### config.mk
export PLATFORM = sky130hd
export DESIGN_NAME = bp_clear_counter
export DESIGN_NICKNAME = d
export VERILOG_FILES = /design/src/hdl/bp_pkg.sv /design/src/hdl/bp_clear_counter.sv
export VERILOG_INCLUDE_DIRS = /design/src /design/src/hdl
export SDC_FILE = /design/constraint.sdc
export NUM_CORES = 1
export LEC_CHECK = 0
export ABC_AREA = 1
export BUFFER_PORTS_ARGS = -buffer_cell sky130_fd_sc_hd__buf_2
export CAP_MARGIN = 15
export CORE_AREA = 3 3 40 42
export CTS_BUF_LIST = sky130_fd_sc_hd__clkbuf_16
export DETAILED_ROUTE_END_ITERATION = 16
export DIE_AREA = 0 0 43 45
export HOLD_SLACK_MARGIN = 0.02
export MAX_ROUTING_LAYER = met4
export PLACE_DENSITY = 0.68
export SETUP_SLACK_MARGIN = 0.15
export SYNTH_ARGS = -nofsm -noshare
export SYNTH_HDL_FRONTEND = slang
export SYNTH_SLANG_ARGS = --single-unit
### constraint.sdc
create_clock -name clk -period 1.8 [get_ports clk]
set_clock_uncertainty 0.1 [all_clocks]
set_input_delay 0.18 -clock clk [delete_from_list [all_inputs] [get_ports clk]]
set_output_delay 0.18 -clock clk [all_outputs]
set_load 0.05 [all_outputs]
### src/hdl/bp_config.svh
`ifndef BP_CONFIG_SVH
`define BP_CONFIG_SVH

// ############################################################
// table geometry
// ############################################################

`define BP_TABLE_SIZE 256 // direct mapped, one way
`define BP_INDEX_BITS 8 // low ip bits
`define BP_TAG_BITS 56 // high ip bits

// ############################################################
// bus and counter
// ############################################################

`define BP_WB_ADDR_BITS 3 // word address
`define BP_CTR_RESET 2'b10 // weakly taken

`endif

### src/hdl/bp_pkg.sv
`include "bp_config.svh"

package bp_pkg;

	// table payloads
	typedef logic [`BP_TAG_BITS-1:0] tag_t;
	typedef logic [`BP_INDEX_BITS-1:0] index_t;

	// 2 bit saturating counter, upper bit is the direction
	typedef enum logic [1:0] {
		ctr_snt = 2'b00,
		ctr_wnt = 2'b01,
		ctr_wt = 2'b10,
		ctr_st = 2'b11
	} ctr_t;

	// bus word addresses
	typedef enum logic [`BP_WB_ADDR_BITS-1:0] {
		reg_ip_lo = 3'd0, // ip bits 31..0
		reg_ip_hi = 3'd1, // ip bits 63..32, starts lookup
		reg_pred = 3'd2, // {hit, taken}
		reg_outcome = 3'd3, // taken bit, starts update
		reg_status = 3'd4 // clearing bit
	} reg_addr_t;

endpackage

### src/hdl/bp_clear_counter.sv
`timescale 1ns/100ps
`include "bp_config.svh"

module bp_clear_counter import bp_pkg::*; (
	input logic clk,
	input logic rst,
	input logic en,
	output index_t index,
	output logic done
);

	localparam index_t last_index = index_t'(`BP_TABLE_SIZE - 1);

	// ############################################################
	// sweep counter
	// ############################################################

	// one entry per cycle, stops on the last one
	always_ff @(posedge clk) begin
		if (rst) begin
			index <= '0;
			done <= 1'b0;
		end else if (en && !done) begin
			if (index == last_index) begin
				done <= 1'b1; // sticky until next reset
			end else begin
				index <= index_t'(index + 1'b1);
			end
		end
	end

endmodule

### Word-level counts from Yosys, hierarchy flattened

Index checks and enable logic that the tools add are counted.

* register bits: 9
* input port bits: 3
* output and inout bits: 9
* word-level logic and storage cells: 9

* add/sub/neg operators: 1
* eq/ne operators: 1
* bitwise logic cells: 1
* reductions and logical operators: 4

Operator list (number)
* $add A8 B1 Y8 const B: 1
* $eq A8 B8 Y1 const B: 1
* $reduce_and A2 Y1: 2
* $logic_and A1 B1 Y1: 1
* $logic_not A1 Y1: 1
* $not A1 Y1: 1

### Logic depth before layout (Yosys ltp)

* depth in word-level cells: 3
* mapped depth: 8

### Least setup slack after synthesis

OpenSTA, ideal clock, no wires.

* path type: flip-flop to flip-flop
* from: register index[0]
* to: register index[4]
* data arrival time: 1.528 ns
* slack: 0.056 ns
* stages on the path, launching flop included: 8
* buffers on the path: 1
* cell sequence: dfxtp_1 > ha_1 > nand2_2 > nor2_1 > nand2_1 > buf_6 > a21oi_1 > nor2_1

* cells in the longest elaborated chain, start to end: 3
* elaborated cells on any way between the ends: 4

Ends and longest elaborated chain
* start, declared: RTL line bp_clear_counter.sv:8 `output index_t index,`
* start signal, assigned: RTL line bp_clear_counter.sv:27 `index <= index_t'(index + 1'b1);`
* parallel branches: the longest is 3 deep, another holds $add A8 B1 Y8

Parallel ways; which one is timed is not known.
A chain may end at the register's enable or synchronous reset.

### Worst setup path in the final report

* from: register index[0]
* to: register index[5]

The elaborated chain is that of the path after synthesis.

==> results.env <==
POST_CTS_HOLD_BUFFER_COUNT=0
TRITONCTS_NUM_SINKS=9
POSTSYNTHCELLCOUNT=77
CLOCK_INSERTION_DELAY_WORST_SKEW_PS=230
NETSWITCHINGFRACTION_PCT=20.53
VIAS=496
WORSTSETUPSTARTPOINTTYPE='register'
MOST_NUMEROUS_CELL_TYPES_IN_THE_SYNTHESIZED_NETLIST='sky130_fd_sc_hd__nand2_1 (18), sky130_fd_sc_hd__nor2_1 (13), sky130_fd_sc_hd__inv_1 (11)'
NUM_ROWS=13
WORSTREG2REGSTART='index[0]'
CRITICAL_PATH_CLASS='register to register'
FINALCRITPERIODSHARE_PCT=84.32
MIN_DELAY_PATH_DEPTH=2
CTSLONGESTPATHBUFFERS=2
CRITICAL-PATH-MAX-STAGE-DELAY_PS=360
COUNT_OF_TRITONROUTE_ITERATIONS_IN_THE_FIRST_ROUTING_PASS=4
INITIAL_UTILIZATION_PCT=39.53
CLK_TRANSITION_REPORTED_PATHS_PS=40
DETAIL_ROUTE.WL_PER_CELL_UM=9.915
ROUTED_VIAS_INST=4.679
P_SWITCHING_mW=0.1321
NNETSFINAL=96
SYNTH_SEQ_AREA_SHARE_PCT=35.47
POWER.INTERNAL_mW=0.5111
LEAKAGE_nW=0.3234
GRT_FIRST_PASS_WIRELENGTH_UM=1800
AVGSYNTHCELLAREA_SQ_UM=6.597
CTS_BUFFERS=3
YS.WARNINGS.COUNT=0
POST_ROUTE_CELLS_DRIVE_ABOVE_1_SHARE_PCT=28.57
POST-LAYOUT-TOTAL-POWER_mW=0.6432
SETUP_VIOL=0
CRITICAL_PATH.MOST_COMMON_CELL='sky130_fd_sc_hd__nor2_1'
COUNT_OF_FLIP_FLOPS_WITH_A_BUILT_IN_ENABLE_AFTER_SYNTHESIS=0
TIMING.CRITICAL_PATH.REQUIRED_PS=1830
SYN_TO_FINAL_GROWTH_PCT=28.33
NETS_IN_THE_SYNTHESIZED_NETLIST=81
FLOORPLAN.CORE_AREA_SQ_MM=0.001285
TIMING_HOLD_VIOLATIONS_FINAL=0
ROUTE.FINAL.WIRE_LENGTH_UM=1051
TRACK_USAGE_PCT=12.88
SYNTH.AREA.TOP_CELLS='sky130_fd_sc_hd__dfxtp_1 (35%), sky130_fd_sc_hd__nand2_1 (13%), sky130_fd_sc_hd__nor2_1 (9.6%)'
CTS_ROOT_BUFFER='sky130_fd_sc_hd__clkbuf_16'
WORST_EP_ARRIVAL_TIME_PS=1550
REG2REG_SLACK_PS=280
TIMING.HOLD.WORST.START='rst'
MAX_FREQ_MHz=658.8
RELSLEWSLACK_PCT=73.61
SETUP_TNS_PS=0
CTS_MAX_LEVEL=1
SHARE_OF_ASYNC_SETTABLE_OR_ASYNC_RESETTABLE_FLOPS_AFTER_SYNTHESIS_PCT=0
SHARE_CLK_OF_TOTAL_POWER_PCT=59.4
WORST_SLEW_PIN_SLEW_PS=394.9
WORST_SETUP_PATH_END_KIND='register'
INITIALDRTVIOLATIONCOUNT=11
POSTSYNTHREGISTERBITS=9
ANTENNA_VIOLATING_NETS_POST_ROUTE=0
FINAL_MAX_SLEW_VIOL_COUNT=0
DRC_ERRORS=0
R2R_END='index[5]'
GRT_REMAINING_OVERFLOW=0
POST_CTS_RESIZE_COUNT=0
POST-DP-HPWL_UM=786.5
NETLIST.AREA_LEADER.SHARE_PCT=35.47
GRT_MAX_DEGREE=12
POWER.SEQUENTIAL.FRACTION_PCT=32.9
YOSYSMOSTFREQUENTCELL='sky130_fd_sc_hd__nand2_1'
DESIGN.DIE.AREA_SQ_MM=0.001935
BUFFER_PORTS.INSERTED=11
FINALCRITICALPERIOD_PS=1518
R2R.WORST_PATH.CELLS=8
TRITONCTS_CLOCK_TREE='built'
PATH_CELLS='ha_1 -> nand2_2 -> nor2_1 -> nand2_1 -> inv_1 -> nor2_1 -> nor2_1 -> nor2_1'
PATH_MAX_FANOUT=11
DIE_Y_UM=45
SYNTH.LIB_CELLS_USED.DISTINCT=16
MIN_TO='done'
SYN-CELL-AREA_SQ_UM=508.0
CTS.REPAIR_TIMING.SETUP_BUFFER_COUNT=0
FILLCELLCOUNT=138
MIN_PATH_TYPE='input port to register'
DIE-WIDTH_UM=43
RSZ0062_AT_GRT='false'
POWER_DENSITY_mW_PER_MM2=986.6
YS.FLOP_TYPE='sky130_fd_sc_hd__dfxtp_1'
FIRST_GLOBAL_VIAS=458
ANTENNA_FOUND_INITIAL=0
CAP_VIOLATIONS=0
VDD_DROP_MAX_V=0.0004176
IOPINCOUNT=12
N_ANTENNA_CELL=0
POST-SYNTH-TOP-AREA-CELL='sky130_fd_sc_hd__dfxtp_1'
GP_CONGESTION=0.7614
CP_SLOWEST_CELL='sky130_fd_sc_hd__dfxtp_2'
P_COMB_SHARE_PCT=7.7
RUN_STATUS='finished clean'
registers in the layout, indices dropped and copies added (netlist names):
signal and flops:
index 8, done 1
per-stage QoR:
step	utilization (%)	hold slack [ps]	cells	worst slack (ps)	area, sq um
floorplan	-	149.1	77	270.6	510.5
global placement	44.60	281.2	102	338.5	573.1
detailed placement	44.60	286.5	102	311.1	573.1
CTS	50.73	45.99	106	291.7	651.9
global route	50.73	52.38	106	152.3	651.9
finish	50.73	45.97	106	282.2	651.9
kinds of logic after synthesis:
family                     count (synthesis)  share of synthesized area, %
AOI/OAI and AO/OA                          7                         8.374
adders and majority gates                  1                         2.463
buffers and inverters                     13                         11.08
DFF                                        9                         35.47
and+or+nand+nor                           47                         42.61
cell usage in the layout (no fill, tap or decap), drive strengths merged:
cell and count:
clkbuf 3, nand4 1, nand3b 1, buf 11
dfxtp 9, nor3 2, a211oi 1, nand3 6
nand2 20, ha 1, inv 13, nor2 17
a21oi 6
worst max-delay path: cells and delay by family (launching register included):
kind	cells	cell delay, ps
AND/OR/NAND/NOR	6	600
adder cells (fa/ha/maj)	1	200
flip-flops	1	360
buffers and inverters	1	150
worst max path at each step:
stage	from	endpoint	slack, ps	cells past startpoint
finish	index[0]	index[5]	280	8
global route	index[0]	index[5]	150	8
CTS	index[0]	index[5]	290	8
detailed placement	index[0]	index[5]	310	8
global placement	index[0]	index[5]	340	8
floorplan	index[0]	index[4]	270	7
power by group through the flow:
stage,Combinational (mW),Sequential [mW],Clock (mW)
global route,0.0530,0.213,0.404
detailed placement,0.0493,0.215,0
floorplan,0.0197,0.230,0
global placement,0.0472,0.215,0
CTS,0.0499,0.212,0.390
finish,0.0496,0.212,0.382
per-layer routing:
| metal | up-vias | part of all wire [%] | track usage, % |
|---|---|---|---|
| li1 | 268 | - | - |
| met1 | 211 | 45 | 16.18 |
| met2 | 13 | 49 | 18.86 |
| met3 | 4 | 3.0 | 1.195 |
| met5 | - | 0 | - |
| met4 | 0 | 2.9 | 10.24 |
area by class of cell:
type	instances	area (sq um)	share of cell area, %
tap	15	18.77	2.879
clock buffer	3	75.07	11.52
sequential	9	182.7	28.02
inverter	12	45.04	6.910
multi-input combinational	55	271.5	41.65
clock inverter	1	3.754	0.5758
timing repair buffer	11	55.05	8.445
Power figures use the tool's default switching activity.
