===== config.mk =====
export PLATFORM = sky130hd
export DESIGN_NAME = bp_control
export DESIGN_NICKNAME = d
export VERILOG_FILES = /design/src/hdl/bp_pkg.sv /design/src/hdl/bp_control.sv
export VERILOG_INCLUDE_DIRS = /design/src /design/src/hdl
export SDC_FILE = /design/constraint.sdc
export NUM_CORES = 1
export LEC_CHECK = 0
export BUFFER_PORTS_ARGS = -buffer_cell sky130_fd_sc_hd__buf_2
export CELL_PAD_IN_SITES_DETAIL_PLACEMENT = 1
export CELL_PAD_IN_SITES_GLOBAL_PLACEMENT = 1
export CORE_MARGIN = 2
export CORE_UTILIZATION = 38
export CTS_CLUSTER_SIZE = 10
export DETAILED_ROUTE_END_ITERATION = 12
export GPL_ROUTABILITY_DRIVEN = 0
export PLACE_DENSITY = 0.84
export RECOVER_POWER = 100
export SYNTH_ARGS = -nofsm -noshare
export SYNTH_HDL_FRONTEND = slang
export SYNTH_SLANG_ARGS = --single-unit

===== constraint.sdc =====
create_clock -name clk -period 3 [get_ports clk]
set_clock_uncertainty 0.1 [all_clocks]
set_input_delay 0.75 -clock clk [delete_from_list [all_inputs] [get_ports clk]]
set_output_delay 0.75 -clock clk [all_outputs]
set_load 0.1 [all_outputs]

===== src/hdl/bp_config.svh =====
`ifndef BP_CONFIG_SVH
`define BP_CONFIG_SVH

// ############################################################
// table geometry
// ############################################################

`define BP_TABLE_SIZE 256 // direct mapped, one way
`define BP_INDEX_BITS 8 // low ip bits
`define BP_TAG_BITS 56 // high ip bits

// ############################################################
// bus and counter
// ############################################################

`define BP_WB_ADDR_BITS 3 // word address
`define BP_CTR_RESET 2'b10 // weakly taken

`endif


===== src/hdl/bp_pkg.sv =====
`include "bp_config.svh"

package bp_pkg;

	// table payloads
	typedef logic [`BP_TAG_BITS-1:0] tag_t;
	typedef logic [`BP_INDEX_BITS-1:0] index_t;

	// 2 bit saturating counter, upper bit is the direction
	typedef enum logic [1:0] {
		ctr_snt = 2'b00,
		ctr_wnt = 2'b01,
		ctr_wt = 2'b10,
		ctr_st = 2'b11
	} ctr_t;

	// bus word addresses
	typedef enum logic [`BP_WB_ADDR_BITS-1:0] {
		reg_ip_lo = 3'd0, // ip bits 31..0
		reg_ip_hi = 3'd1, // ip bits 63..32, starts lookup
		reg_pred = 3'd2, // {hit, taken}
		reg_outcome = 3'd3, // taken bit, starts update
		reg_status = 3'd4 // clearing bit
	} reg_addr_t;

endpackage


===== src/hdl/bp_control.sv =====
`timescale 1ns/100ps
`include "bp_config.svh"

module bp_control import bp_pkg::*; (
	input logic clk,
	input logic rst,
	input logic cyc,
	input logic stb,
	input logic we,
	input logic [`BP_WB_ADDR_BITS-1:0] adr,
	input logic [31:0] dat_w,
	output logic [31:0] dat_r,
	output logic ack,
	input logic clear_done,
	output logic clear_en,
	input logic pred_taken,
	input logic pred_hit,
	output logic [63:0] lookup_ip,
	output logic [63:0] recent_ip,
	output logic commit,
	output logic taken
);

	typedef enum logic [1:0] {st_clear, st_idle, st_respond} state_t;

	state_t state;
	reg_addr_t reg_sel;
	logic accept; // access taken this cycle, ack follows
	logic [31:0] ip_lo;
	logic [1:0] pred_q; // {hit, taken}

	assign reg_sel = reg_addr_t'(adr);

	// while clearing only status gets through
	assign accept = cyc && stb && ((state == st_idle) ||
		(state == st_clear && (clear_done || reg_sel == reg_status)));

	assign lookup_ip = {dat_w, ip_lo}; // valid during the ip_hi write
	assign commit = accept && we && (reg_sel == reg_outcome);
	assign taken = dat_w[0];
	assign clear_en = !clear_done; // sweep keeps running through status reads

	// ############################################################
	// FSM and register effects
	// ############################################################

	always_ff @(posedge clk) begin
		if (rst) begin
			state <= st_clear;
			ack <= 1'b0;
			ip_lo <= '0;
			recent_ip <= '0;
			pred_q <= '0;
		end else begin
			ack <= accept; // one cycle, state leaves idle
			case (state)
				st_clear: begin
					if (accept) begin
						state <= st_respond;
					end else if (clear_done) begin
						state <= st_idle;
					end
				end
				st_idle: begin
					if (accept) begin
						state <= st_respond;
					end
				end
				default: begin
					// wait for the master to drop stb
					if (!stb) begin
						state <= clear_done ? st_idle : st_clear;
					end
				end
			endcase

			if (accept && we) begin
				case (reg_sel)
					reg_ip_lo: ip_lo <= dat_w;
					reg_ip_hi: begin
						recent_ip <= lookup_ip;
						pred_q <= {pred_hit, pred_taken};
					end
					default: ; // outcome goes out on commit
				endcase
			end
		end
	end

	// ############################################################
	// read data
	// ############################################################

	always_ff @(posedge clk) begin
		if (accept) begin
			if (we) begin
				dat_r <= '0;
			end else begin
				case (reg_sel)
					reg_pred: dat_r <= {30'd0, pred_q};
					reg_status: dat_r <= {31'd0, ~clear_done};
					default: dat_r <= '0; // unknown or write only
				endcase
			end
		end
	end

endmodule


# After elaboration in Yosys (flattened, before gate mapping)
# Cells that the tools add are included.
# word_totals
ff_bits	133
latch_bits	0
mem_bits_rw	0
rom_bits	0
in_bits	43
out_inout_bits	164
mem_count	0
# op_classes
n_addsub	0
multipliers	0
n_div	0
n_lt_le_gt_ge	0
eq_ne	8
shifts	0
n_mux	7
n_bitwise	1
reduce_logical	13
# ops
op	n
two-way mux 2 bit	4
one-hot mux 2 bit (2 select lines)	2
equality test 3 x 2 -> 1 bit (second input constant)	2
logical AND 1 bit	5
AND reduction 2 bit	2
equality test 3 x 1 -> 1 bit (second input constant)	1
equality test 3 bit (second input constant)	1
zero test 3 bit	1
inequality test 3 x 1 -> 1 bit (second input constant)	1
inequality test 3 bit (second input constant)	1
AND reduction 3 bit	1
equality test 2 x 1 -> 1 bit (second input constant)	1
zero test 2 bit	1
logical OR 1 bit	2
inequality test 2 bit (second input constant)	1
zero test 1 bit	1
two-way mux 1 bit	1
NOT 1 bit	1

# Logic depth before layout (Yosys ltp)
# depth
depth_word	7
ltp_mapped	5

# Worst setup path before layout
# Ideal clock, no wire load.
# synth_timing
kind	input to output
start	input port stb
end	output port commit
arrival_time_ns	1.844
required_ns	2.150
path_slack_ns	0.306
stages	3
path_buffers	0
cell_sequence	nand3b_1 > nor2_1 > and4_1
# synth_via
elab_chain_len	4
# synth_lines
item	line	text
start, declared	bp_control.sv:8	input logic stb,
logical AND 1 bit (2 in series)	bp_control.sv:35	assign accept = cyc && stb && ((state == st_idle) ||
logical AND 1 bit (2 in series)	bp_control.sv:39	assign commit = accept && we && (reg_sel == reg_outcome);
end, declared	bp_control.sv:20	output logic commit,
# Every way passes these cells.

# Final worst setup path
# layout_timing
start	input port clear_done
end	output port commit
# layout_via
elab_chain_len	6
# layout_lines
item	line	text
start, declared	bp_control.sv:14	input logic clear_done,
logical OR 1 bit	bp_control.sv:36	(state == st_clear && (clear_done || reg_sel == reg_status)));
logical AND 1 bit	bp_control.sv:36	
logical OR 1 bit	bp_control.sv:35	
logical AND 1 bit	bp_control.sv:35	
logical AND 1 bit (2 in series)	bp_control.sv:39	
# Every way passes these cells.

==> results.txt <==
- The first global-routing pass estimated 17,700 um of wire.
- Headroom to the max-slew limit came out at 0.180.
- The count of buffers added on input and output ports is 176.
- Startpoint kind of the worst setup timing path: input port
- Across the whole layout, storage elements account for 2080 um2.
* Synthesis-to-layout area growth: 16.1%
* Detailed-route wire length: 11,200 um
- CP endpoint kind: output pin
- For this run, design rule violations remaining after detail routing come to 0.
- Outcome: complete, no violations
* Flop and latch count out of synthesis: 103
* Pre-Repair DR Iteration Count: 4
- The number of gates resized after CTS was 0.
- Count of boundary I/O pins: 207
- Synthesis handed over a netlist of 449 instances.
* Leading cell types in the layout, fill and taps excluded: sky130_fd_sc_hd__clkbuf_1, sky130_fd_sc_hd__nand2b_1, sky130_fd_sc_hd__dfxtp_1
* Proportion of netlist area held by the largest area contributor: 0.434
- The floorplan step set the die width to 115 um.
- Synth warn: 0
* Signal arrival time at the worst endpoint: 1.88 ns
* Global router's overall resource usage: 0.171
* Multi-input logic area: 2080 um2
- In this run the core area contains 40 standard-cell rows.
* Total Die Area: 13,200 um2
* Detail-routed via count per cell: 4.63
- Summed over all failing endpoints, the final setup total negative slack is 0 ns.
- Die H: 115 um
- Library cells used by synthesis: 24
- Leading cell type in the layout, fill and taps excluded: sky130_fd_sc_hd__clkbuf_1
* Final max-slew violation count: 0
- Based on the critical path, the design can be clocked at up to 367 MHz.
* Synthesized cell area: 4660 um2
* Class of the tightest hold or removal check: register to register
- IR drop worst, VDD: 0.000233 V
- The root buffer cell chosen for the clock tree is sky130_fd_sc_hd__clkbuf_16.
* Diodes inserted: 0
- For this run, the register share of the synthesized area comes to 0.447.
- Routed via count: 3,401
* Initial antenna violation count: 1
- In the post-synthesis netlist, the biggest area contributors are sky130_fd_sc_hd__dfxtp_1, sky130_fd_sc_hd__mux2i_1, sky130_fd_sc_hd__nand2b_1.
* Pin count of the biggest net entering global routing: 46
- Maximum single-stage delay on the critical path: 0.36 ns
- Worst setup path category: input port to output pin
- By instance count, the cell type seen most on the critical path is sky130_fd_sc_hd__nor2_1.
* Slew at the pin closest to its max-slew limit: 1.23 ns
- The slowest stage of the critical path belongs to the cell sky130_fd_sc_hd__clkbuf_2.
- Averaged over all synthesized cells, the footprint is 10.4 um2.
* Via count of the first global-routing pass: 3,525
- Across all register-to-register paths, the minimum setup slack is 0.61 ns.
- CTS tree: built
* Initial cell density of the core: 0.388
* Core Box Area: 12,000 um2
- Maximum fanout count along the critical path: 6
- The filler cells instantiated in the layout total 1,460.
* Source-to-sink clock delay at the later pin of the worst-skew pair: 0.33 ns
* Largest area contributor in the synthesized netlist: sky130_fd_sc_hd__dfxtp_1
- Average wire per standard cell: 15.3 um
- The wire-length estimate of the detail-placed layout is 8260 um.
- The H-tree was split into 3 levels.
- Req. time, crit path: 2.15 ns
- Post-CTS timing repair inserted 0 buffers for setup.
- The final-report hold violation count is 0.
* Final critical-path required period: 2.73 ns
- Initial detailed-routing violation count: 105
- Of the available clock period, the critical path in the final layout requires 0.909.
* CP Cell Sequence: buf_2 -> nor2_1 -> nor2_1 -> and4_1 -> clkbuf_2
* Number of buffers created by CTS: 9
- Summed over all cells, the static leakage comes to 0.00209 uW.
* Remaining global-route overflow: 0
* Clock sink count: 103
- Once detail routing completed, the nets flagged for antenna violations numbered 0.
- Setup repair after global routing left no endpoint under its margin.
- Ratio of cells with drive above 1 in the final layout: 0.111
* Final-report setup violation count: 0
- Total of hold buffers inserted after clock tree synthesis: 0
- Post-placement cell area: 5350 um2
- CP Buf/Inv Count: 2
- Cell area after layout: 5410 um2
- Pwr dens: 564 nW/um2
- Among cell families on the critical path, the largest total delay comes from simple AND/OR/NAND/NOR gates.
- Net total in the final layout: 627
- After clock tree synthesis, the clock-pin slew on the worst setup and hold paths is 0.07 ns.
- Worst-case clock buffer depth: 2
- Max-cap violations in this run came to 0.
## metrics by stage
step | power, uW | utilization | setup slack [ns] | hold slack [ns] | cells
after floorplan | 1940 | - | 0.306 | 0.327 | 478
after global placement | 1950 | 0.445 | 0.352 | 0.352 | 720
after detailed placement | 1960 | 0.445 | 0.299 | 0.365 | 720
after CTS | 3100 | 0.469 | 0.317 | 0.377 | 735
after global routing | 3160 | 0.451 | 0.184 | 0.393 | 735
final | 3050 | 0.451 | 0.274 | 0.377 | 735
## sequential cells by signal (all words and copies together), names as in the netlist
name,flops
recent_ip,64
ip_lo,32
dat_r,2
pred_q,2
state,2
ack,1
## cells in the mapped netlist
master	n
sky130_fd_sc_hd__a2111oi_0	1
sky130_fd_sc_hd__a21oi_1	2
sky130_fd_sc_hd__and3_1	1
sky130_fd_sc_hd__and4_1	1
sky130_fd_sc_hd__buf_2	7
sky130_fd_sc_hd__buf_4	63
sky130_fd_sc_hd__buf_6	3
sky130_fd_sc_hd__clkbuf_1	16
sky130_fd_sc_hd__conb_1	1
sky130_fd_sc_hd__dfxtp_1	101
sky130_fd_sc_hd__edfxtp_1	2
sky130_fd_sc_hd__inv_1	3
sky130_fd_sc_hd__mux2i_1	99
sky130_fd_sc_hd__nand2b_1	133
sky130_fd_sc_hd__nand3b_1	1
sky130_fd_sc_hd__nor2_1	4
sky130_fd_sc_hd__nor2b_1	1
sky130_fd_sc_hd__nor3_1	3
sky130_fd_sc_hd__nor3b_1	2
sky130_fd_sc_hd__nor4_2	1
sky130_fd_sc_hd__nor4b_1	1
sky130_fd_sc_hd__o31ai_1	1
sky130_fd_sc_hd__or3b_1	1
sky130_fd_sc_hd__or4b_1	1
## cell families after synthesis
logic type,share of synthesized area
other,0.000804
buffers and inverters,0.132
AOI/OAI and AO/OA,0.00564
DFF,0.447
and+or+nand+nor,0.203
muxes,0.213
## power breakdown
part	switching (uW)	internal (uW)	leakage [uW]	total, uW
Combinational	458	76.7	0.00111	535
Clock	504	632	0.000139	1140
Sequential	4.34	1380	0.000834	1380
## path summary, 6_finish.rpt
kind	from	to	cells after the start
worst max-delay path	clear_done	commit	5
worst min-delay path	recent_ip[0]$_SDFFE_PP0P_	recent_ip[0]$_SDFFE_PP0P_	2
worst max register to register	state[1]$_SDFFE_PP0P_	recent_ip[38]$_SDFFE_PP0P_	5
worst min register to register	recent_ip[0]$_SDFFE_PP0P_	recent_ip[0]$_SDFFE_PP0P_	2
## area by class of cell
cell class | instances | share of cell area
clock buffers | 11 | 0.0488
clock inverters | 4 | 0.00532
inverters | 3 | 0.00208
multi-input cells | 283 | 0.385
flip-flops and latches | 103 | 0.385
well taps | 147 | 0.0340
repair buffers | 184 | 0.140
## worst reg2reg max path: cells and delay by family, from the launching register on
kind | cells | cell delay, ns
simple gates | 2 | 0.79
flops | 1 | 0.33
mux | 1 | 0.37
buf+inv | 2 | 0.72
## metal layers
layer	wire, um	vias up	track usage
li1	-	1640	-
met1	4680	1626	0.202
met2	5690	124	0.301
met3	769	9	0.0464
met4	108	2	0.0578
met5	9	-	0
Power figures use the tool's default switching activity.
