`src/hdl/bp_config.svh`:
```
`ifndef BP_CONFIG_SVH
`define BP_CONFIG_SVH

// ############################################################
// table geometry
// ############################################################

`define BP_TABLE_SIZE 256 // direct mapped, one way
`define BP_INDEX_BITS 8 // low ip bits
`define BP_TAG_BITS 56 // high ip bits

// ############################################################
// bus and counter
// ############################################################

`define BP_WB_ADDR_BITS 3 // word address
`define BP_CTR_RESET 2'b10 // weakly taken

`endif

```
`src/hdl/bp_pkg.sv`:
```
`include "bp_config.svh"

package bp_pkg;

	// table payloads
	typedef logic [`BP_TAG_BITS-1:0] tag_t;
	typedef logic [`BP_INDEX_BITS-1:0] index_t;

	// 2 bit saturating counter, upper bit is the direction
	typedef enum logic [1:0] {
		ctr_snt = 2'b00,
		ctr_wnt = 2'b01,
		ctr_wt = 2'b10,
		ctr_st = 2'b11
	} ctr_t;

	// bus word addresses
	typedef enum logic [`BP_WB_ADDR_BITS-1:0] {
		reg_ip_lo = 3'd0, // ip bits 31..0
		reg_ip_hi = 3'd1, // ip bits 63..32, starts lookup
		reg_pred = 3'd2, // {hit, taken}
		reg_outcome = 3'd3, // taken bit, starts update
		reg_status = 3'd4 // clearing bit
	} reg_addr_t;

endpackage

```
`src/hdl/bp_update.sv`:
```
`timescale 1ns/100ps
`include "bp_config.svh"

module bp_update import bp_pkg::*; (
	input logic [63:0] lookup_ip,
	input logic [63:0] recent_ip,
	input logic taken,
	input tag_t tag_lookup,
	input ctr_t ctr_lookup,
	input tag_t tag_recent,
	input ctr_t ctr_recent,
	output index_t lookup_index,
	output index_t recent_index,
	output logic pred_taken,
	output logic pred_hit,
	output tag_t next_tag,
	output ctr_t next_ctr
);

	tag_t lookup_tag;
	tag_t recent_tag;
	logic recent_hit;

	// address split
	assign lookup_tag = lookup_ip[63 -: `BP_TAG_BITS];
	assign lookup_index = lookup_ip[`BP_INDEX_BITS-1:0];
	assign recent_tag = recent_ip[63 -: `BP_TAG_BITS];
	assign recent_index = recent_ip[`BP_INDEX_BITS-1:0];

	// ############################################################
	// prediction
	// ############################################################

	assign pred_hit = (tag_lookup == lookup_tag);
	assign pred_taken = pred_hit && ctr_lookup[1]; // wt or st

	// ############################################################
	// next entry
	// ############################################################

	assign recent_hit = (tag_recent == recent_tag);
	assign next_tag = recent_tag; // same as stored on a hit

	always_comb begin
		if (!recent_hit) begin
			next_ctr = taken ? ctr_wt : ctr_wnt; // reallocate, weak state
		end else if (taken) begin
			next_ctr = (ctr_recent == ctr_st) ? ctr_st : ctr_t'(ctr_recent + 2'd1);
		end else begin
			next_ctr = (ctr_recent == ctr_snt) ? ctr_snt : ctr_t'(ctr_recent - 2'd1);
		end
	end

endmodule

```
`config.mk`:
```
export PLATFORM = sky130hd
export DESIGN_NAME = bp_update
export DESIGN_NICKNAME = d
export VERILOG_FILES = /design/src/hdl/bp_pkg.sv /design/src/hdl/bp_update.sv
export VERILOG_INCLUDE_DIRS = /design/src /design/src/hdl
export SDC_FILE = /design/constraint.sdc
export NUM_CORES = 1
export LEC_CHECK = 0
export BUFFER_PORTS_ARGS = -buffer_cell sky130_fd_sc_hd__clkbuf_2
export CAP_MARGIN = 10
export CORE_AREA = 5 5 120 122
export DETAILED_ROUTE_END_ITERATION = 10
export DIE_AREA = 0 0 125 127
export PLACE_DENSITY = 0.51
export REMOVE_ABC_BUFFERS = 1
export SYNTH_ARGS = -nofsm -noshare
export SYNTH_HDL_FRONTEND = slang
export SYNTH_SLANG_ARGS = --single-unit
```
`constraint.sdc`:
```
create_clock -name vclk -period 1.61
set_input_delay 0.322 -clock vclk [all_inputs]
set_output_delay 0.322 -clock vclk [all_outputs]
set_load 0.01 [all_outputs]
```
# [After elaboration in Yosys (flattened, before gate mapping)]
# Cells that the tools add are included.
[op_classes] reduce_logical=2 n_eq_ne=3 mux=5 addsub=2
[op_table] operator="56-bit == test" n=2
[op_table] operator="2-bit 2-to-1 mux" n=5
[op_table] operator="2-bit by 1-bit adder with 2-bit output (second input constant)" n=1
[op_table] operator="2-bit == test (second input constant)" n=1
[op_table] operator="2-bit zero test" n=1
[op_table] operator="2-bit by 1-bit subtractor with 2-bit output (second input constant)" n=1
[op_table] operator="1-bit logical AND" n=1
[word_totals] inputBits=245 regBits=0 out_inout_bits=76 wordCells=12

# [Longest topological paths before layout]
# Gate-level depths: netlist of the first run.
[depth] depth_word=4 depth_mapped=5 depth_no_buf=5

# [Least setup slack after synthesis of the first run]
# No wires, ideal clock.
[synth_path] path_type="input-to-output" from="input port lookup_ip[30]" to="output port pred_taken" required_time_ns=1.288 setup_slack_ns=-0.188 arrival_ns=1.476 cell_stages=5 n_path_buf=0 path_cell_list="xor2_1 nor4_1 nand4_1 nor4_2 and2_1"
[synth_between] elab_chain_len=2
[synth_rtl] item="start: declaration" line_no="bp_update.sv:5" source="input logic [63:0] lookup_ip,"
[synth_rtl] item="56-bit == test" line_no="bp_update.sv:34" source="assign pred_hit = (tag_lookup == lookup_tag);"
[synth_rtl] item="via pred_hit" line_no="bp_update.sv:15" source="output logic pred_hit,"
[synth_rtl] item="1-bit logical AND" line_no="bp_update.sv:35" source="assign pred_taken = pred_hit && ctr_lookup[1];"
[synth_rtl] item="end: declaration" line_no="bp_update.sv:14" source="output logic pred_taken,"
# The timed path passes the listed nets, and every way through them passes these cells.

# [Worst setup path in the final report of the first run]
[layout_path] from="input port tag_recent[31]" to="output port next_ctr[1]"
[layout_between] elab_chain_len=2
[layout_rtl] item="start: declaration" line_no="bp_update.sv:10" source="input tag_t tag_recent,"
[layout_rtl] item="56-bit == test" line_no="bp_update.sv:41" source="assign recent_hit = (tag_recent == recent_tag);"
[layout_rtl] item="2-bit 2-to-1 mux" line_no="bp_update.sv:45" source="if (!recent_hit) begin"
[layout_rtl] item="end: declaration" line_no="bp_update.sv:17" source="output ctr_t next_ctr"
# No other way between the ends.

==> flow_summary.yaml, run 1 <==
run_status:
  status: "complete, but fails checks"
  failed_checks: "negative setup slack"
synth:
  syn_inst: 252
  synth_most_common_cell: "buf_4"
  synth.top_cells.by_area: "buf_4 (28%), xnor2_1 (25%), xor2_1 (25%)"
  syn_area_um2: 1940
  synth_commonest_cells: "buf_4 (72), xnor2_1 (56), xor2_1 (56)"
  seq_area_frac_synth: 0
  synth_area_per_cell_um2: 7.72
  synth_top_area_share: 0.278
  synth_top_area_cell: "buf_4"
  yosysUniqueCellTypes: 15
  ys_warn_count: 0
finish:
  nets: 771
  syn_to_final_growth_pct: 95.8
  multiInputGateArea_um2: 1690
  clock_buffers: 0
  finish.utilization: 0.291
  drive_above_1_share: 0.731
  ff_latch_area_um2: 0
  fill_cells: 1473
  antenna_cells: 0
  seq_cell_count: 0
worst_hold_path:
  min_delay_path_depth: 0
  hp-class: "primary input to primary output"
  min_from: "lookup_ip[0]"
  min_to: "lookup_index[0]"
global_route:
  grt.overflow.total: 0
  antenna_found_initial: 0
  grt_pass1_vias: 3086
  grt_usage: 0.128
  grt_pass1_wl_mm: 16.2
  grt_max_degree: 4
sta:
  hold_slack_ns: 0.644
  finalWorstSetupSlack_ns: -0.374
  finalSetupViolCount: 4
  slew_headroom: 0.800
  hold_violations: 0
  min_period_over_period: 1.23
  rsz0062_at_grt: "yes"
  drv_slew: 0
  worstMarginPinSlew_ns: 0.297
  period_needed_ns: 1.98
  fmax_mhz: 504
  tns_ns: -1.26
critical_path:
  cp-end-kind: "primary output"
  start_kind: "primary input"
  worstPathRequired_ns: 1.29
  worstPathMaxFanout: 2
  cp_data_arrival_time_ns: 1.66
  crit_type: "primary input to primary output"
route:
  vias: 2772
  route.detailed.drc: 0
  detail-route-antenna-nets: 0
  wl_per_cell_um: 15.8
  first_pass_iters: 4
  drt-vias-per-instance: 3.96
  totalWireLength_mm: 11.1
  drt_iter0_drc: 26
job:
  drv_cap: 0
pwr:
  leakagePower_uw: 0.00208
  ir_worst_vdd_v: 0.000143
  p_per_area_nw_per_um2: 272
die:
  initial_core_util: 0.149
  io_pins: 321
  die_area_um2: 15900
  core_area_um2: 13100
  rows: 42
  die_x_um: 125
  die_h_um: 127
place:
  pre_cts_slack_ns: -0.711
  port-buffer-count: 288
  gp_congestion: 0.851
  hpwl_mm: 10.5
clock_tree:
  hold_buffers: 0
-- power by group --
group	switching (µW)	internal [µW]
sequential	0	0
combinational	451	585
clock	0	0
total	451	585
-- cell type report --
type | count | area share
inverters | 2 | 0.00197
repair buffers | 344 | 0.496
well taps | 176 | 0.0579
multi-input cells | 178 | 0.444
-- cell families after synthesis --
| kind of cell | after synthesis | share of synthesized area |
|---|---|---|
| XOR/XNOR | 112 | 0.505 |
| AO/OA/AOI/OAI | 5 | 0.0212 |
| AND/OR/NAND/NOR | 61 | 0.192 |
| buffers and inverters | 74 | 0.282 |
-- cells in the final DEF (no fill, tap or decap), types with 2 or more instances in the layout --
cell | synthesis | final
nor2_1 | 2 | 2
nand2_1 | 3 | 3
nand4_1 | 33 | 33
a41o_1 | 2 | 2
buf_4 | 72 | 56
xnor2_2 | 0 | 28
inv_1 | 2 | 2
nor4_2 | 1 | 8
buf_2 | 0 | 2
xor2_1 | 56 | 56
clkbuf_2 | 0 | 284
nor4_1 | 20 | 12
xnor2_1 | 56 | 27
-- worst max-delay path, cell delays in order --
cell	delay, ns
clkbuf_2	0.10
xnor2_2	0.21
nand4_1	0.15
nor4_2	0.29
buf_4	0.15
nand4_1	0.08
o211ai_1	0.19
clkbuf_2	0.18
-- timing repair --
action,CTS,global route
setup endpoints to repair,4,4
gates resized for setup,33,13
setup buffers,1,0
pin swaps,20,6
-- through the flow --
stage	total power [µW]	std cells	instance area, µm²
floorplan	279	180	1400
global placement	952	699	3480
detailed placement	949	699	3480
CTS	1030	700	3730
global route	1130	700	3810
finish	1040	700	3810
-- layer usage --
| metal | up-vias | wire, µm | track usage |
|---|---|---|---|
| met1 | 1193 | 3750 | 0.130 |
| li1 | 1357 | - | - |
| met2 | 214 | 5620 | 0.243 |
| met3 | 6 | 1570 | 0.0664 |
| met5 | - | 90 | 0.0402 |
| met4 | 2 | 47 | 0.00510 |
-- worst max-delay path by stage --
stage	slack [ns]	cells past startpoint	end	startpoint
CTS	-0.42	8	next_ctr[1]	tag_recent[0]
floorplan	-0.19	5	pred_taken	lookup_ip[30]
global placement	-0.74	8	next_ctr[1]	recent_ip[52]
detailed placement	-0.71	8	next_ctr[1]	recent_ip[52]
finish	-0.37	8	next_ctr[1]	tag_recent[31]
global route	-0.51	8	next_ctr[1]	tag_recent[31]
Note: power is estimated with default switching activity, not from simulation.
==> run 2: changes to the inputs <==
--- a/config.mk
+++ b/config.mk
@@ -8,10 +8,13 @@
 export LEC_CHECK = 0
 export BUFFER_PORTS_ARGS = -buffer_cell sky130_fd_sc_hd__clkbuf_2
 export CAP_MARGIN = 10
-export CORE_AREA = 5 5 120 122
+export CELL_PAD_IN_SITES_DETAIL_PLACEMENT = 1
+export CELL_PAD_IN_SITES_GLOBAL_PLACEMENT = 2
+export CORE_ASPECT_RATIO = 0.6
+export CORE_MARGIN = 5
+export CORE_UTILIZATION = 12
 export DETAILED_ROUTE_END_ITERATION = 10
-export DIE_AREA = 0 0 125 127
-export PLACE_DENSITY = 0.51
+export PLACE_DENSITY = 0.88
 export REMOVE_ABC_BUFFERS = 1
 export SYNTH_ARGS = -nofsm -noshare
 export SYNTH_HDL_FRONTEND = slang
==> flow_summary.yaml, run 2 (synthesis results as in run 1) <==
sta:
  period_needed_ns: 2.06
  rsz0062_at_grt: "yes"
  drv_slew: 0
  worstMarginPinSlew_ns: 0.273
  tns_ns: -1.50
  hold_slack_ns: 0.644
  hold_violations: 0
  min_period_over_period: 1.28
  slew_headroom: 0.817
  finalWorstSetupSlack_ns: -0.447
  fmax_mhz: 486
  finalSetupViolCount: 4
pwr:
  pwr-share-seq: 0
  power_frac_clock: 0
  p_int_uw: 579
  p_comb_frac: 1.000
  switching_share: 0.454
  switchingPower_uw: 481
  ir_worst_vdd_v: 0.000161
  p_per_area_nw_per_um2: 275
  leakagePower_uw: 0.00203
place:
  hpwl_mm: 11.8
  port-buffer-count: 288
  gp_congestion: 0.888
  dp.cells: 721
die:
  die_area_um2: 18900
  initial_core_util: 0.121
  io_pins: 321
  rows: 36
  core_area_um2: 16100
  die_x_um: 174
  die_h_um: 109
route:
  detail-route-antenna-nets: 0
  first_pass_iters: 4
  drt-vias-per-instance: 3.67
  route.detailed.drc: 0
  wl_per_cell_um: 17.6
  drt_iter0_drc: 98
  totalWireLength_mm: 12.8
  vias: 2654
finish:
  nets: 762
  instances_no_fill: 724
  mostFrequentLayoutCells: "clkbuf_2 (273), xor2_1 (56), buf_4 (45)"
  layout_commonest_cell: "clkbuf_2"
  drive_above_1_share: 0.722
  antenna_cells: 0
  multiInputGateArea_um2: 1690
  clock_buffers: 0
  ff_latch_area_um2: 0
  fill_cells: 2016
  finish.utilization: 0.239
  seq_cell_count: 0
  syn_to_final_growth_pct: 98.0
critical_path:
  start_kind: "primary input"
  crit_top_cell: "nand4_1"
  path_buf_inv: 2
  crit_start: "recent_ip[63]"
  cp.depth: 7
  max_stage_delay_ns: 0.38
  worstPathRequired_ns: 1.29
  slowest_stage: "nor4_2"
  crit_chain: "clkbuf_2, xnor2_1, nand4_1, nor4_2, nand4_1, o211ai_1, buf_2"
  cp-end-kind: "primary output"
  crit_type: "primary input to primary output"
  cp_data_arrival_time_ns: 1.73
  cp_top_family: "simple AND/OR/NAND/NOR gates"
  worstPathMaxFanout: 2
global_route:
  grt_usage: 0.116
  grt_pass1_vias: 2872
  grt_pass1_wl_mm: 16.8
  grt_max_degree: 4
  antenna_found_initial: 0
  grt.overflow.total: 0
job:
  drv_cap: 0
run_status:
  failed_checks: "negative setup slack"
  status: "complete, but fails checks"
worst_hold_path:
  min_from: "recent_ip[2]"
  hp-class: "primary input to primary output"
  min_delay_path_depth: 0
clock_tree:
  hold_buffers: 0
run 2: cell types whose count changed in the layout (fill, tap and decap cells not counted), moves of 3 or more:
cell	change
buf_4	-11
nor4_2	+3
xnor2_2	-7
xnor2_1	+5
clkbuf_2	-11
buf_6	+10
nor4_1	-3
run 2: cell type report:
type                       count  share of cell area
multi-input combinational    178               0.440
inverter                       2             0.00195
tap                          209              0.0679
timing repair buffer         335               0.490
run 2: per-layer routing:
metal | track usage | vias up | routed length, µm
li1 | - | 1338 | -
met1 | 0.159 | 1221 | 5370
met2 | 0.172 | 89 | 5880
met3 | 0.0538 | 4 | 1350
met4 | 0.00113 | 2 | 13
met5 | 0.0547 | - | 142
run 2: path summary, 6_finish.rpt:
check | to
worst min-delay path | recent_index[2]
worst max-delay path | next_ctr[1]
run 2: power by group through the flow:
stage	Combinational [µW]	Clock, µW	Sequential [µW]
floorplan	279	0	0
global placement	914	0	0
detailed placement	928	0	0
CTS	972	0	0
global route	1140	0	0
finish	1060	0	0
run 2: stage by stage:
step                      area, µm²  setup slack [ns]  total power (µW)
final                          3850            -0.447              1060
after global routing           3850            -0.522              1140
after floorplan                1400            -0.188               279
after global placement         3440            -0.591               914
after detailed placement       3440            -0.567               928
after CTS                      3570            -0.436               972
run 2: what timing repair did:
action | CTS | global route
gates cloned | 0 | 0
endpoints found under the setup margin | 4 | 4
setup buffers | 0 | 3
pin swaps | 13 | 26
resized for setup | 18 | 55
